<file path="src/logic/nes_timing_pkg.sv">
/*
 * Cycle sequencer phases and memory-init watchdog interval.
 * Used by the bus scheduler, the watchdog and the testbench.
 */

package nes_timing_pkg;

  typedef logic [2:0] phase_t;

  // six clocks per core cycle, phase 0 through 5
  localparam phase_t phase_last = 3'd5;
  localparam phase_t phase_mem  = 3'd0;  // memory command slot
  localparam phase_t phase_nes  = 3'd5;  // core advances here, read data ready

  // calibration check interval in clocks
  // short for simulation; the board waits about 0.2 s
  localparam int meminit_period = 250;

  typedef logic [$clog2(meminit_period + 1) - 1:0] meminit_cnt_t;

endpackage

</file>
<file path="src/logic/nes_host_pkg.sv">
/*
 * Host-side register map and bus widths for the console top level.
 * Imported by the register decoder, the top level and the testbench.
 */

package nes_host_pkg;

  typedef logic [7:0]  byte_t;      // one host data byte
  typedef logic [21:0] mem_addr_t;  // 4 MB memory space
  typedef logic [11:0] osd_addr_t;  // display buffer index

  // loader registers
  localparam byte_t reg_loader_conf = 8'h35;  // bit 0 holds the loader in reset
  localparam byte_t reg_config      = 8'h36;
  localparam byte_t reg_loader_data = 8'h37;  // one ROM byte per write

  // controller button bytes
  localparam byte_t reg_btn1 = 8'h40;
  localparam byte_t reg_btn2 = 8'h41;

  // on-screen display
  localparam byte_t reg_osd_lo   = 8'h80;
  localparam byte_t reg_osd_hi   = 8'h81;  // low nibble only
  localparam byte_t reg_osd_data = 8'h82;  // address auto-increments
  localparam byte_t reg_osd_en   = 8'h83;

endpackage
</file>
<file path="src/logic/nes_host_top.sv">
/*
 * Host-side glue around the emulator core, loader and DRAM controller.
 * Those blocks sit outside and connect through the ports here.
 */

`timescale 1ns/1ns

module nes_host_top import nes_host_pkg::*; (
  input  logic       clk,
  input  logic       reset,
  // decoded serial link
  input  byte_t      host_addr,
  input  byte_t      host_data,
  input  logic       host_write,
  // controller port, driven by the core
  input  logic       joypad_strobe,
  input  logic [1:0] joypad_clock,
  // loader
  input  logic       loader_done,
  input  logic       loader_write,
  input  logic       loader_refresh,
  input  mem_addr_t  loader_addr,
  input  byte_t      loader_wdata,
  // core memory requests
  input  logic       nes_read_cpu,
  input  logic       nes_read_ppu,
  input  logic       nes_write,
  input  mem_addr_t  nes_addr,
  input  byte_t      nes_wdata,
  // DRAM controller status
  input  logic       write_level_done,
  input  logic       read_calib_done,
  input  logic       fail_high,
  input  logic       fail_low,
  output logic       loader_reset,
  output byte_t      loader_data,
  output logic       loader_strobe,
  output byte_t      nes_config,
  output osd_addr_t  osd_addr,
  output logic       osd_enable,
  output byte_t      osd_data,
  output logic       osd_we,
  output logic [1:0] joypad_data,
  output logic       run_nes,
  output logic       nes_reset,
  output logic       mem_read_cpu,
  output logic       mem_read_ppu,
  output logic       mem_write,
  output logic       mem_refresh,
  output mem_addr_t  mem_addr,
  output byte_t      mem_din,
  output logic       mem_reset,
  output logic       meminit_check,
  output logic       mem_ok
);

  byte_t btn1;  // button bytes from the host, to the shifters
  byte_t btn2;

  host_regs u_regs (
    .clk, .reset, .host_addr, .host_data, .host_write,
    .loader_reset, .loader_data, .loader_strobe, .nes_config,
    .btn1, .btn2, .osd_addr, .osd_enable, .osd_data, .osd_we
  );

  joypad_serial u_joypad (
    .clk, .reset, .btn1, .btn2, .joypad_strobe, .joypad_clock, .joypad_data
  );

  bus_scheduler u_sched (
    .clk, .reset, .loader_done, .loader_write, .loader_refresh,
    .loader_addr, .loader_wdata, .nes_read_cpu, .nes_read_ppu,
    .nes_write, .nes_addr, .nes_wdata, .run_nes, .nes_reset,
    .mem_read_cpu, .mem_read_ppu, .mem_write, .mem_refresh,
    .mem_addr, .mem_din
  );

  meminit_watchdog u_watchdog (
    .clk, .reset, .write_level_done, .read_calib_done, .fail_high, .fail_low,
    .mem_reset, .meminit_check, .mem_ok
  );

endmodule

</file>
<file path="src/logic/meminit_watchdog.sv">
/*
 * DRAM calibration watchdog.
 * Looks at the controller status once per interval and pulses the
 * controller reset until write leveling and read calibration both pass.
 */

`timescale 1ns/1ns

module meminit_watchdog import nes_timing_pkg::*; (
  input  logic clk,
  input  logic reset,
  input  logic write_level_done,
  input  logic read_calib_done,
  input  logic fail_high,
  input  logic fail_low,
  output logic mem_reset,
  output logic meminit_check,
  output logic mem_ok
);

  localparam meminit_cnt_t reload = meminit_cnt_t'(meminit_period);

  meminit_cnt_t cnt;
  logic         status_bad;

  // both byte lanes failing the test counts as bad too
  assign status_bad = !write_level_done || !read_calib_done || (fail_high && fail_low);

  always_ff @(posedge clk) begin
    if (reset) begin
      cnt           <= reload;
      mem_reset     <= 1'b0;
      meminit_check <= 1'b0;
      mem_ok        <= 1'b0;
    end else begin
      mem_reset     <= 1'b0;  // single-cycle pulses
      meminit_check <= 1'b0;

      if (cnt != '0)
        cnt <= cnt - 1'b1;  // parks at zero after a good check

      if (cnt == meminit_cnt_t'(1)) begin
        meminit_check <= 1'b1;
        mem_ok        <= !status_bad;
        if (status_bad) begin
          mem_reset <= 1'b1;
          cnt       <= reload;  // try again next interval
        end
      end
    end
  end

endmodule

</file>
<file path="src/logic/bus_scheduler.sv">
/*
 * Six-phase sequencer and memory request merge.
 * Memory gets phase 0, the core runs in phase 5 once the loader is done;
 * loader writes take the port over while they are active.
 */

`timescale 1ns/1ns

module bus_scheduler import nes_host_pkg::*, nes_timing_pkg::*; (
  input  logic      clk,
  input  logic      reset,
  input  logic      loader_done,
  input  logic      loader_write,
  input  logic      loader_refresh,
  input  mem_addr_t loader_addr,
  input  byte_t     loader_wdata,
  input  logic      nes_read_cpu,
  input  logic      nes_read_ppu,
  input  logic      nes_write,
  input  mem_addr_t nes_addr,
  input  byte_t     nes_wdata,
  output logic      run_nes,
  output logic      nes_reset,
  output logic      mem_read_cpu,
  output logic      mem_read_ppu,
  output logic      mem_write,
  output logic      mem_refresh,
  output mem_addr_t mem_addr,
  output byte_t     mem_din
);

  // phase   0       1       2       3       4       5
  // memory  cmd                             data
  // core                                            step
  phase_t phase;
  logic   run_mem;
  logic   nes_req;

  always_ff @(posedge clk) begin
    if (reset)
      phase <= phase_mem;
    else if (phase == phase_last)
      phase <= '0;
    else
      phase <= phase + 3'd1;
  end

  assign nes_reset = !loader_done;  // core held until the ROM is in
  assign run_mem   = (phase == phase_mem) && loader_done;
  assign run_nes   = (phase == phase_nes) && loader_done;

  assign nes_req = nes_read_cpu || nes_read_ppu || nes_write;

  assign mem_read_cpu = nes_read_cpu && run_mem;
  assign mem_read_ppu = nes_read_ppu && run_mem;
  assign mem_write    = (nes_write && run_mem) || loader_write;

  // idle memory slot becomes a refresh; loader picks its own before that
  assign mem_refresh = loader_done ? (run_mem && !nes_req) : loader_refresh;

  assign mem_addr = loader_write ? loader_addr : nes_addr;
  assign mem_din  = loader_write ? loader_wdata : nes_wdata;

endmodule

</file>
<file path="src/logic/joypad_serial.sv">
/*
 * Two serial controller ports as seen by the emulator core.
 * The strobe loads the button bytes, a falling clock edge shifts one bit out.
 */

`timescale 1ns/1ns

module joypad_serial import nes_host_pkg::*; (
  input  logic       clk,
  input  logic       reset,
  input  byte_t      btn1,
  input  byte_t      btn2,
  input  logic       joypad_strobe,
  input  logic [1:0] joypad_clock,
  output logic [1:0] joypad_data
);

  byte_t      shift_q [2];
  logic [1:0] last_clock;  // previous joypad_clock for edge detect
  byte_t      btn [2];

  assign btn[0] = btn1;
  assign btn[1] = btn2;

  always_ff @(posedge clk) begin
    if (reset) begin
      shift_q[0] <= '0;
      shift_q[1] <= '0;
      last_clock <= '0;
    end else begin
      for (int i = 0; i < 2; i++) begin
        // falling edge shifts, and wins over a load in the same cycle
        if (!joypad_clock[i] && last_clock[i])
          shift_q[i] <= {1'b0, shift_q[i][7:1]};
        else if (joypad_strobe)
          shift_q[i] <= btn[i];
      end
      last_clock <= joypad_clock;
    end
  end

  assign joypad_data = {shift_q[1][0], shift_q[0][0]};  // LSB first

endmodule

</file>
<file path="src/logic/host_regs.sv">
/*
 * Host control registers written over the serial link.
 * Each host_write strobe carries one address byte and one data byte.
 */

`timescale 1ns/1ns

module host_regs import nes_host_pkg::*; (
  input  logic      clk,
  input  logic      reset,
  input  byte_t     host_addr,
  input  byte_t     host_data,
  input  logic      host_write,
  output logic      loader_reset,
  output byte_t     loader_data,
  output logic      loader_strobe,
  output byte_t     nes_config,
  output byte_t     btn1,
  output byte_t     btn2,
  output osd_addr_t osd_addr,
  output logic      osd_enable,
  output byte_t     osd_data,
  output logic      osd_we
);

  logic wr_loader_conf;
  logic wr_config;
  logic wr_btn1;
  logic wr_btn2;
  logic wr_osd_lo;
  logic wr_osd_hi;
  logic wr_osd_en;

  assign wr_loader_conf = host_write && (host_addr == reg_loader_conf);
  assign wr_config      = host_write && (host_addr == reg_config);
  assign wr_btn1        = host_write && (host_addr == reg_btn1);
  assign wr_btn2        = host_write && (host_addr == reg_btn2);
  assign wr_osd_lo      = host_write && (host_addr == reg_osd_lo);
  assign wr_osd_hi      = host_write && (host_addr == reg_osd_hi);
  assign wr_osd_en      = host_write && (host_addr == reg_osd_en);

  // data bytes pass straight through, strobe in the write cycle
  assign loader_data   = host_data;
  assign loader_strobe = host_write && (host_addr == reg_loader_data);
  assign osd_data      = host_data;
  assign osd_we        = host_write && (host_addr == reg_osd_data);

  always_ff @(posedge clk) begin
    if (reset) begin
      loader_reset <= 1'b0;
      nes_config   <= '0;
      btn1         <= '0;
      btn2         <= '0;
      osd_addr     <= '0;
      osd_enable   <= 1'b0;
    end else begin
      if (wr_loader_conf) loader_reset <= host_data[0];
      if (wr_config)      nes_config <= host_data;
      if (wr_btn1)        btn1 <= host_data;
      if (wr_btn2)        btn2 <= host_data;
      if (wr_osd_en)      osd_enable <= host_data[0];

      // display address, only one of these can hit per write
      if (wr_osd_lo)
        osd_addr[7:0] <= host_data;
      else if (wr_osd_hi)
        osd_addr[11:8] <= host_data[3:0];  // upper nibble of 12 bits
      else if (osd_we)
        osd_addr <= osd_addr + 12'd1;      // step after each data byte
    end
  end

endmodule

</file>
<file path="config.mk">
export PLATFORM = sky130hd
export DESIGN_NAME = nes_host_top
export DESIGN_NICKNAME = d
export VERILOG_FILES = /design/src/logic/nes_timing_pkg.sv /design/src/logic/nes_host_pkg.sv /design/src/logic/nes_host_top.sv /design/src/logic/meminit_watchdog.sv /design/src/logic/bus_scheduler.sv /design/src/logic/joypad_serial.sv /design/src/logic/host_regs.sv
export SDC_FILE = /design/constraint.sdc
export NUM_CORES = 1
export LEC_CHECK = 0
export ABC_AREA = 1
export BUFFER_PORTS_ARGS = -buffer_cell sky130_fd_sc_hd__buf_4
export CAP_MARGIN = 40
export CORE_MARGIN = 2
export CORE_UTILIZATION = 40
export DETAILED_ROUTE_END_ITERATION = 7
export PLACE_DENSITY = 0.69
export SYNTH_ARGS = -nofsm -noshare
export SYNTH_HDL_FRONTEND = slang
export SYNTH_HIERARCHICAL = 1
export SYNTH_SLANG_ARGS = --single-unit
</file>
<file path="constraint.sdc">
create_clock -name clk -period 2.7 [get_ports clk]
set_input_delay 0 -clock clk [delete_from_list [all_inputs] [get_ports clk]]
set_output_delay 0 -clock clk [all_outputs]
set_load 0.03 [all_outputs]
</file>
Word level (Yosys, flattened, before mapping)

Memory sizes are Yosys's and may differ from the RTL's.
Index checks and enable logic that the tools add are counted.

Bits in writable memories: 16
Memories: 1
Logic and storage cells: 104
Bits of input ports: 92
Bits in registers: 54
Output and inout bits: 81

$add $sub $neg: 3
Reduce and logical (&&, ||, !) cells: 38
Equality and inequality tests: 12
Muxes and demuxes: 31
Bitwise operators: 6

Memory list:

| name             | words | bits a word | rd ports | clocked after memory_dff | wr ports | line                | text |
|---|---|---|---|---|---|---|---|
| u_joypad.shift_q | 2     | 8           | 2        | 0                        | 2        | joypad_serial.sv:18 | `byte_t shift_q [2];` |

Operators by type and width:

| kind                  | count |
|---|---|
| $mux 8                | 10 |
| $eq 8x8->1 const B    | 4 |
| $eq 8x6->1 const B    | 3 |
| $mux 22               | 1 |
| $logic_and 1x1->1     | 18 |
| $mux 1                | 18 |
| $eq 8x7->1 const B    | 2 |
| $add 12x1->12 const B | 1 |
| $mux 12               | 1 |
| $eq 8x1->1 const B    | 1 |
| $reduce_bool 8->1     | 1 |
| $sub 8x1->8 const B   | 1 |
| $logic_not 1->1       | 7 |
| $logic_or 1x1->1      | 5 |
| $mux 4                | 1 |
| $or 1x1->1            | 4 |
| $reduce_and 2->1      | 2 |
| $reduce_bool 2->1     | 2 |
| $reduce_or 2->1       | 2 |
| $add 3x1->3 const B   | 1 |
| $eq 3x3->1 const B    | 1 |
| $logic_not 3->1       | 1 |
| $ne 2x1->1 const B    | 1 |
| $not 1->1             | 2 |

Logic depth before layout (Yosys ltp)

Gate-level depths: netlist (run 1).

Depth after elaboration: 7
Mapped depth: 9
Depth with buffers taken out: 9

Modules after synthesis

Netlist (run 1), hierarchy kept.

Modules (own cells, without submodules):

| module           | cells each | times used | seq. area each (µm²) | area an instance (µm²) |
|---|---|---|---|---|
| host_regs        | 297        | 1          | 760.7                | 2028.2 |
| joypad_serial    | 105        | 1          | 520.5                | 932.1 |
| bus_scheduler    | 129        | 1          | 60.1                 | 576.8 |
| meminit_watchdog | 83         | 1          | 220.2                | 574.3 |

Worst setup path before layout (run 1)

No wires, ideal clock.

Path type: reg2reg
Start: register u_regs.osd_addr[1]
End: register u_regs.osd_addr[6]
Clock period less this slack: 1.528 ns
Stages on the path, launching flop included: 8
Slack: 1.172 ns
Path buffers: 0
Setup time: 0.128 ns
Arrival: 1.400 ns
Data required time: 2.572 ns
Cells stage by stage: dfxtp_1 ha_1 nand3_1 nor2_1 xnor2_1 nor2_1 nor2_1 nor2_1

Longest elaborated chain between the ends: 4

Ends and longest elaborated chain:

| what                   | line            | text |
|---|---|---|
| from (decl)            | host_regs.sv:20 | `output osd_addr_t osd_addr,` |
| from (signal assigned) | host_regs.sv:65 | `osd_addr[7:0] <= host_data;` |
| from (signal assigned) | host_regs.sv:69 | `osd_addr <= osd_addr + 12'd1;` |
| $add 12x1->12          | host_regs.sv:69 |  |
| $mux 12                | host_regs.sv:68 | `else if (osd_we)` |
| $mux 8                 | host_regs.sv:66 | `else if (wr_osd_hi)` |
| $mux 8                 | host_regs.sv:64 | `if (wr_osd_lo)` |

Every way passes these cells. The select of a mux whose other input is x is not followed.
A chain may end at the register's enable or synchronous reset.

Worst setup path in the final report (run 1)

Start: register u_sched.phase[0]
End: output port mem_read_ppu

Longest elaborated chain between the ends: 3

Ends and longest elaborated chain:

| what                   | line                | text |
|---|---|---|
| from (decl)            | bus_scheduler.sv:35 | `phase_t phase;` |
| from (signal assigned) | bus_scheduler.sv:41 | `phase <= phase_mem;` |
| from (signal assigned) | bus_scheduler.sv:45 | `phase <= phase + 3'd1;` |
| $logic_not 3->1        | bus_scheduler.sv:49 | `assign run_mem = (phase == phase_mem) && loader_done;` |
| $logic_and 1x1->1      | bus_scheduler.sv:49 |  |
| $logic_and 1x1->1      | bus_scheduler.sv:55 | `assign mem_read_ppu = nes_read_ppu && run_mem;` |
| to (decl)              | nes_host_top.sv:47  | `output logic mem_read_ppu,` |

Every way passes these cells.

==> flow_metrics.py, run 1 <==
metrics = {
    "outcome": {
        "status": "completed",
    },
    "synthesis": {
        "ys_warn_count": 6,
        "ys_ff_latch": 70,
        "synth_edf_count": 16,
        "synth_seq_area_share_pct": 37.98,
        "synth.area.top_cells": "dfxtp_1 26%, nand2_1 19%, edfxtp_1 12%",
        "synth_ff_type": "dfxtp_1",
        "async_flop_share_pct": 0,
        "syn_area_sq_mm": 0.004111,
        "synth.most_common_cell": "nand2_1",
        "yosys.area.top_type": "dfxtp_1",
        "syn_inst": 614,
        "avgSynthCellArea_sq_um": 6.696,
        "synth_nets": 712,
        "ys_types": 33,
        "synth_top_area_share_pct": 26.29,
        "netlist_top_cells_count": "212 x nand2_1, 70 x nor2_1, 61 x inv_1",
    },
    "final_layout": {
        "nets": 872,
        "area_delta_synth_final_pct": 36.82,
        "diodes": 0,
        "final_core_util_pct": 55.49,
        "drive_gt1_share_pct": 27.86,
    },
    "critical_path": {
        "startpoint_type": "flop",
        "slowest_stage": "dfxtp_1",
        "reg2reg_slack_ns": 1.24,
        "r2r-start": "u_regs/osd_addr[1]$_SDFFE_PP0P_",
        "worstRegToRegCells": 9,
        "crit_arrival_ns": 1.54,
        "required_ns": 2.70,
        "path_delay_family": "simple AND/OR/NAND/NOR gates",
        "cp_cell_sequence": "inv_1 -> ha_1 -> nand2_1 -> nor2_1 -> inv_1 -> nor2_1 -> buf_4",
        "endpoint_kind": "primary output",
        "critPathMaxFanout": 4,
        "max_stage_delay_ns": 0.35,
        "r2r_end": "u_regs/osd_addr[10]$_SDFFE_PP0P_",
        "worst-path-buf-inv": 3,
        "critical_path_class": "reg2out",
    },
    "global_routing": {
        "grt_use_total_pct": 21.27,
        "grt_max_degree": 32,
        "grt_pass1_vias": 4011,
        "grt.overflow.total": 0,
        "grt_pass1_wl_microns": 19080,
        "antenna_found_initial": 0,
    },
    "clock_tree": {
        "cts-root-buf": "clkbuf_8",
        "cts_tree": "yes",
        "cts_resized": 0,
        "clock-sinks": 70,
        "cts_setup_buffers": 0,
        "ctsLongestPathBuffers": 2,
        "cts-buffers-inserted": 9,
        "clk-insertion-delay-late_ns": 0.34,
        "cts_hold_buf": 10,
        "clkTransAtPathRegs_ns": 0.08,
        "cts_max_level": 3,
    },
    "power": {
        "power.leakage_nw": 2.858,
        "pwr_density_cell_mw_per_mm2": 429.1,
        "total_power_w": 0.002414,
        "ir_drop_mv": 0.2159,
    },
    "worst_hold_path": {
        "hold_end": "u_regs/loader_reset$_SDFFE_PP0P_",
        "hp-class": "in2reg",
        "min-delay-start": "host_addr[3]",
        "whs_path_depth": 4,
    },
    "drt": {
        "ant_nets": 0,
        "drt-wirelength-per-cell_microns": 13.25,
        "dr.pass1.iters": 5,
        "drc": 0,
        "vias_per_cell": 4.874,
        "vias": 4460,
        "drt_iter0_drc": 270,
        "totalWireLength_microns": 12120,
    },
    "flow_run": {
        "drv_cap": 0,
    },
    "timing": {
        "finalHoldViolCount": 0,
        "fin_setup_tns_ns": 0,
        "fin_hold_ws_ns": 0.01661,
        "timing.fmax_mhz": 650.6,
        "finalClockSkew_ns": 0.01050,
        "worst_slew_pin_slew_ns": 0.6188,
        "rsz0062_at_grt": "no",
        "min_period_ns": 1.537,
        "slew_headroom_pct": 58.70,
        "fin_crit_sh_pct": 56.92,
        "finalSetupViolCount": 0,
        "slew_viol_final": 0,
    },
    "placed_design": {
        "gp_congestion": 0.8759,
        "port_buffers": 172,
        "hpwl_microns": 9157,
    },
    "floorplanning": {
        "die_w_microns": 105.4,
        "die_area_sq_mm": 0.01111,
        "rows": 37,
        "die_h_microns": 105.4,
        "initial_core_util_pct": 40.55,
        "io_pins": 173,
        "core_area_sq_mm": 0.01014,
    },
}
-- final cells by class --
cell class / instances / area, sq um
repair buffers: 182 / 1391
inverters: 67 / 254.0
flip-flops and latches: 70 / 1562
multi-input cells: 444 / 2073
clock inverters: 6 / 37.54
well taps: 136 / 170.2
fillers: 975 / 4513
clock buffers: 10 / 137.6
-- cell usage in the layout, fill, tap and decap left out, types with 2 or more instances in the layout --
master | synthesis | routed
nand2_1 | 212 | 212
buf_4 | 20 | 172
nor2_1 | 70 | 70
inv_1 | 61 | 61
dfxtp_1 | 54 | 54
nand3_1 | 29 | 29
a21oi_1 | 28 | 28
o21ai_0 | 26 | 26
nor3_1 | 25 | 25
edfxtp_1 | 16 | 16
clkbuf_8 | 0 | 10
dlygate4sd3_1 | 0 | 10
nand2_2 | 7 | 7
a21boi_0 | 7 | 7
nor2_4 | 6 | 6
ha_1 | 6 | 6
nand2_4 | 5 | 5
inv_2 | 5 | 5
xnor2_1 | 4 | 4
nand4_1 | 3 | 3
nand3b_1 | 3 | 3
clkinv_2 | 0 | 2
clkinvlp_4 | 0 | 2
nand3_2 | 2 | 2
o21ai_1 | 2 | 2
xor2_1 | 2 | 2
nor2_2 | 2 | 2
-- through the flow --
stage	instances	setup WS, ns	area [sq um]
final	915	1.163	5625
after global routing	915	1.060	5625
after CTS	915	1.165	5625
after detailed placement	889	1.241	5350
after global placement	889	1.319	5350
after floorplan	614	1.172	4111
-- tightest hold or removal path, stage by stage --
cell and delay, ns:
buf_4 0.09, nor3_1 0.06, nand3b_1 0.10, a21oi_1 0.07
-- metal layers --
| layer | routed length (microns) | vias to the layer above | GRT usage [%] | share of wire [%] |
|---|---|---|---|---|
| met2 | 5993 | 177 | 37.70 | 49 |
| li1 | - | 2227 | - | - |
| met5 | 0 | - | 0 | 0 |
| met4 | 118 | 0 | 4.857 | 0.97 |
| met1 | 4968 | 2046 | 25.72 | 41 |
| met3 | 1040 | 10 | 5.504 | 8.6 |
-- flip-flops by register name, indices dropped and copies added, names as in the netlist --
register and flops:
u_joypad/last_clock 2, u_regs/btn1 8, u_watchdog/meminit_check 1, u_watchdog/mem_ok 1, u_watchdog/cnt 8, u_joypad/shift_q 16
u_sched/phase 3, u_regs/nes_config 8, u_regs/osd_addr 12, u_regs/osd_enable 1, u_regs/loader_reset 1, u_regs/btn2 8
u_watchdog/mem_reset 1
-- worst max-delay path by stage --
stage	start	endpoint	slack [ns]	depth (start not counted)
after global routing	u_sched/phase[1]$_SDFF_PP0_	mem_read_ppu	1.06	7
after CTS	u_sched/phase[0]$_SDFF_PP0_	mem_read_ppu	1.16	7
after detailed placement	host_addr[6]	u_regs/nes_config[5]$_SDFFE_PP0P_	1.24	5
after global placement	host_addr[6]	u_regs/nes_config[6]$_SDFFE_PP0P_	1.32	5
after floorplan	u_regs/osd_addr[1]$_SDFFE_PP0P_	u_regs/osd_addr[6]$_SDFFE_PP0P_	1.17	7
final	u_sched/phase[0]$_SDFF_PP0_	mem_read_ppu	1.16	7
-- power breakdown --
part	internal (W)	switching, W
combinational	0.000221	0.000318
sequential	0.00110	0.0000176
clock	0.000353	0.000403
-- cell families (layout without fill, tap and decap cells) --
family | count (synthesis) | count (layout) | synth area share (%)
AND/OR/NAND/NOR | 368 | 368 | 39.04
XOR/XNOR | 6 | 6 | 1.278
buffers and inverters | 100 | 265 | 11.59
flip-flops | 70 | 70 | 37.98
adder cells (fa/ha/maj) | 6 | 6 | 1.826
AO/OA/AOI/OAI | 64 | 64 | 8.277
Power figures use the tool's default switching activity.
==> run 2, diff against run 1 <==
--- a/config.mk
+++ b/config.mk
@@ -11,7 +11,7 @@
 export CORE_MARGIN = 2
 export CORE_UTILIZATION = 40
 export DETAILED_ROUTE_END_ITERATION = 7
-export PLACE_DENSITY = 0.69
+export PLACE_DENSITY = 0.71
 export SYNTH_ARGS = -nofsm -noshare
 export SYNTH_HDL_FRONTEND = slang
 export SYNTH_HIERARCHICAL = 1
==> constraint.sdc (replaced) <==
create_clock -name clk -period 1.4 [get_ports clk]
set_input_delay 0 -clock clk [delete_from_list [all_inputs] [get_ports clk]]
set_output_delay 0 -clock clk [all_outputs]
set_load 0.03 [all_outputs]
==> run 2 against run 1 <==
Register-to-register slack worse by 1.1 ns. Critical path type unchanged. Critical endpoint unchanged. Clock skew down 0.0019 ns. Combinational power up 110%. Count of clock-buffer cells in the layout up 1. Power up 100%. Largest power group unchanged. Largest cell class unchanged. Highest routed layer unchanged.
==> flow_metrics.py, run 2 (synthesis gave the netlist of run 1 again) <==
metrics = {
    "critical_path": {
        "required_ns": 1.40,
        "critPathMaxFanout": 3,
        "startpoint": "u_sched/phase[0]$_SDFF_PP0_",
        "endpoint_kind": "primary output",
        "reg2reg_slack_ns": 0.11,
        "startpoint_type": "flop",
        "r2r_end": "u_regs/osd_addr[9]$_SDFFE_PP0P_",
        "r2r-start": "u_regs/osd_addr[6]$_SDFFE_PP0P_",
        "critical_path_class": "reg2out",
        "worstRegToRegCells": 7,
        "crit_arrival_ns": 1.38,
    },
    "floorplanning": {
        "io_pins": 173,
        "initial_core_util_pct": 40.55,
        "die_area_sq_mm": 0.01111,
        "core_area_sq_mm": 0.01014,
        "die_h_microns": 105.4,
        "die_w_microns": 105.4,
        "rows": 37,
    },
    "timing": {
        "slew_headroom_pct": 66.63,
        "timing.fmax_mhz": 723.9,
        "fin_setup_tns_ns": 0,
        "fin_crit_sh_pct": 98.67,
        "worst_slew_pin_slew_ns": 0.4998,
        "finalHoldViolCount": 0,
        "finalClockSkew_ns": 0.008555,
        "min_period_ns": 1.381,
        "finalSetupViolCount": 0,
        "slew_viol_final": 0,
        "rsz0062_at_grt": "yes",
    },
    "final_layout": {
        "area_delta_synth_final_pct": 44.55,
        "largest_reg_flops": 16,
        "layout_common_cells": "207 x nand2_1, 181 x buf_4, 65 x nor2_1, 57 x inv_1, 49 x dfxtp_1",
        "largest-register": "u_joypad/shift_q",
        "fillerInstances": 922,
        "final_cells": 935,
        "top_regs": "u_joypad/shift_q x16, u_regs/osd_addr x12",
        "fin_area_sq_mm": 0.005943,
        "final_core_util_pct": 58.62,
        "drive_gt1_share_pct": 31.83,
        "final_common_cell": "nand2_1",
        "nets": 891,
    },
    "drt": {
        "drc": 0,
        "met2_length_microns": 6355,
        "drt-wirelength-per-cell_microns": 13.60,
        "dr.pass1.iters": 5,
        "dr_wl_met3_microns": 1088,
        "wl_met1_microns": 5061,
        "vias_per_cell": 4.829,
        "vias": 4515,
        "ant_nets": 0,
        "totalWireLength_microns": 12720,
        "drt_iter0_drc": 289,
        "top_layer_used": "met4",
    },
    "placed_design": {
        "gp_congestion": 0.9112,
        "port_buffers": 172,
        "dpl_cell_area_sq_mm": 0.005455,
        "dp.cells": 901,
        "hpwl_microns": 9394,
    },
    "power": {
        "pwr_density_cell_mw_per_mm2": 812.8,
        "ir_drop_mv": 0.5276,
        "power.leakage_nw": 2.971,
    },
    "worst_hold_path": {
        "min-delay-start": "reset",
        "hold_end": "u_watchdog/cnt[6]$_SDFF_PP1_",
        "whs_path_depth": 3,
        "hp-class": "in2reg",
    },
    "global_routing": {
        "grt_pass1_wl_microns": 19800,
        "grt_max_degree": 32,
        "antenna_found_initial": 1,
        "grt.overflow.total": 0,
        "grt_use_total_pct": 22.23,
        "grt_pass1_vias": 4206,
    },
    "clock_tree": {
        "clk-insertion-delay-late_ns": 0.35,
        "cts-root-buf": "clkbuf_8",
        "ctsLongestPathBuffers": 2,
        "clock-sinks": 70,
        "cts_tree": "yes",
        "cts_max_level": 3,
        "cts-buffers-inserted": 9,
        "clkTransAtPathRegs_ns": 0.07,
    },
    "outcome": {
        "status": "completed",
    },
    "flow_run": {
        "drv_cap": 0,
    },
}
==> run 2: changes by cell type in the layout (fill, tap and decap cells not counted), sizes merged <==
cell and change:
buf +14, dlygate4sd3 +5, bufinv +1, clkbuf +1, clkinv -1, clkinvlp -1
diode +1
==> run 2: worst max-delay path by stage <==
stage / to / slack [ns]
detailed placement: u_regs/osd_addr[8]$_SDFFE_PP0P_ / -0.01
global placement: u_regs/osd_addr[10]$_SDFFE_PP0P_ / 0.07
CTS: mem_read_cpu / 0.003
floorplan: u_regs/osd_addr[6]$_SDFFE_PP0P_ / 0.01
finish: mem_read_ppu / 0.02
global route: mem_read_ppu / -0.07
==> run 2: layout make-up <==
cell class              count  area (sq um)  area share [%]
inverters                  67         256.5           4.316
clock buffers              11         131.4           2.211
flip-flops and latches     70          1568           26.38
clock inverters             5         50.05          0.8421
repair buffers            201          1574           26.48
multi-input cells         444          2191           36.86
well taps                 136         170.2           2.863
diodes                      1         2.502         0.04211
==> run 2: where the power goes <==
part           total [W]  internal (W)  switching, W
Clock            0.00154      0.000809      0.000730
Combinational    0.00113      0.000480      0.000649
Sequential       0.00216       0.00213     0.0000356
Total            0.00483       0.00342       0.00142
==> run 2: metal layers <==
layer / GRT usage [%] / vias up
li1: - / 2268
met4: 6.571 / 0
met3: 5.318 / 14
met5: 0 / -
met1: 25.43 / 2022
met2: 40.74 / 211
==> run 2: critical path, cell delays in order, from the launching register on <==
cell     delay (ns)
dfxtp_2        0.34
inv_2          0.07
ha_4           0.14
nand2_4        0.05
nor2_4         0.12
inv_2          0.07
nor2_1         0.08
buf_4          0.16
==> run 2: stage by stage <==
stage	setup WS [ns]	total power (W)	hold WS (ns)
floorplan	0.01358	0.002786	0.07157
global placement	0.07419	0.003221	0.2321
detailed placement	-0.01072	0.003239	0.2518
CTS	0.002823	0.004842	0.04252
global route	-0.07026	0.005077	0.04240
finish	0.01866	0.004830	0.05207
==> run 2: repair_timing <==
action / 4_1_cts / 5_1_grt
gates resized for setup: 11 / 27
hold buffers: 15 / 0
gates cloned: 0 / 0
pin swaps: 3 / 6
endpoints found under the hold margin: 15 / 0
endpoints found under the setup margin: 7 / 32
setup buffers: 2 / 0
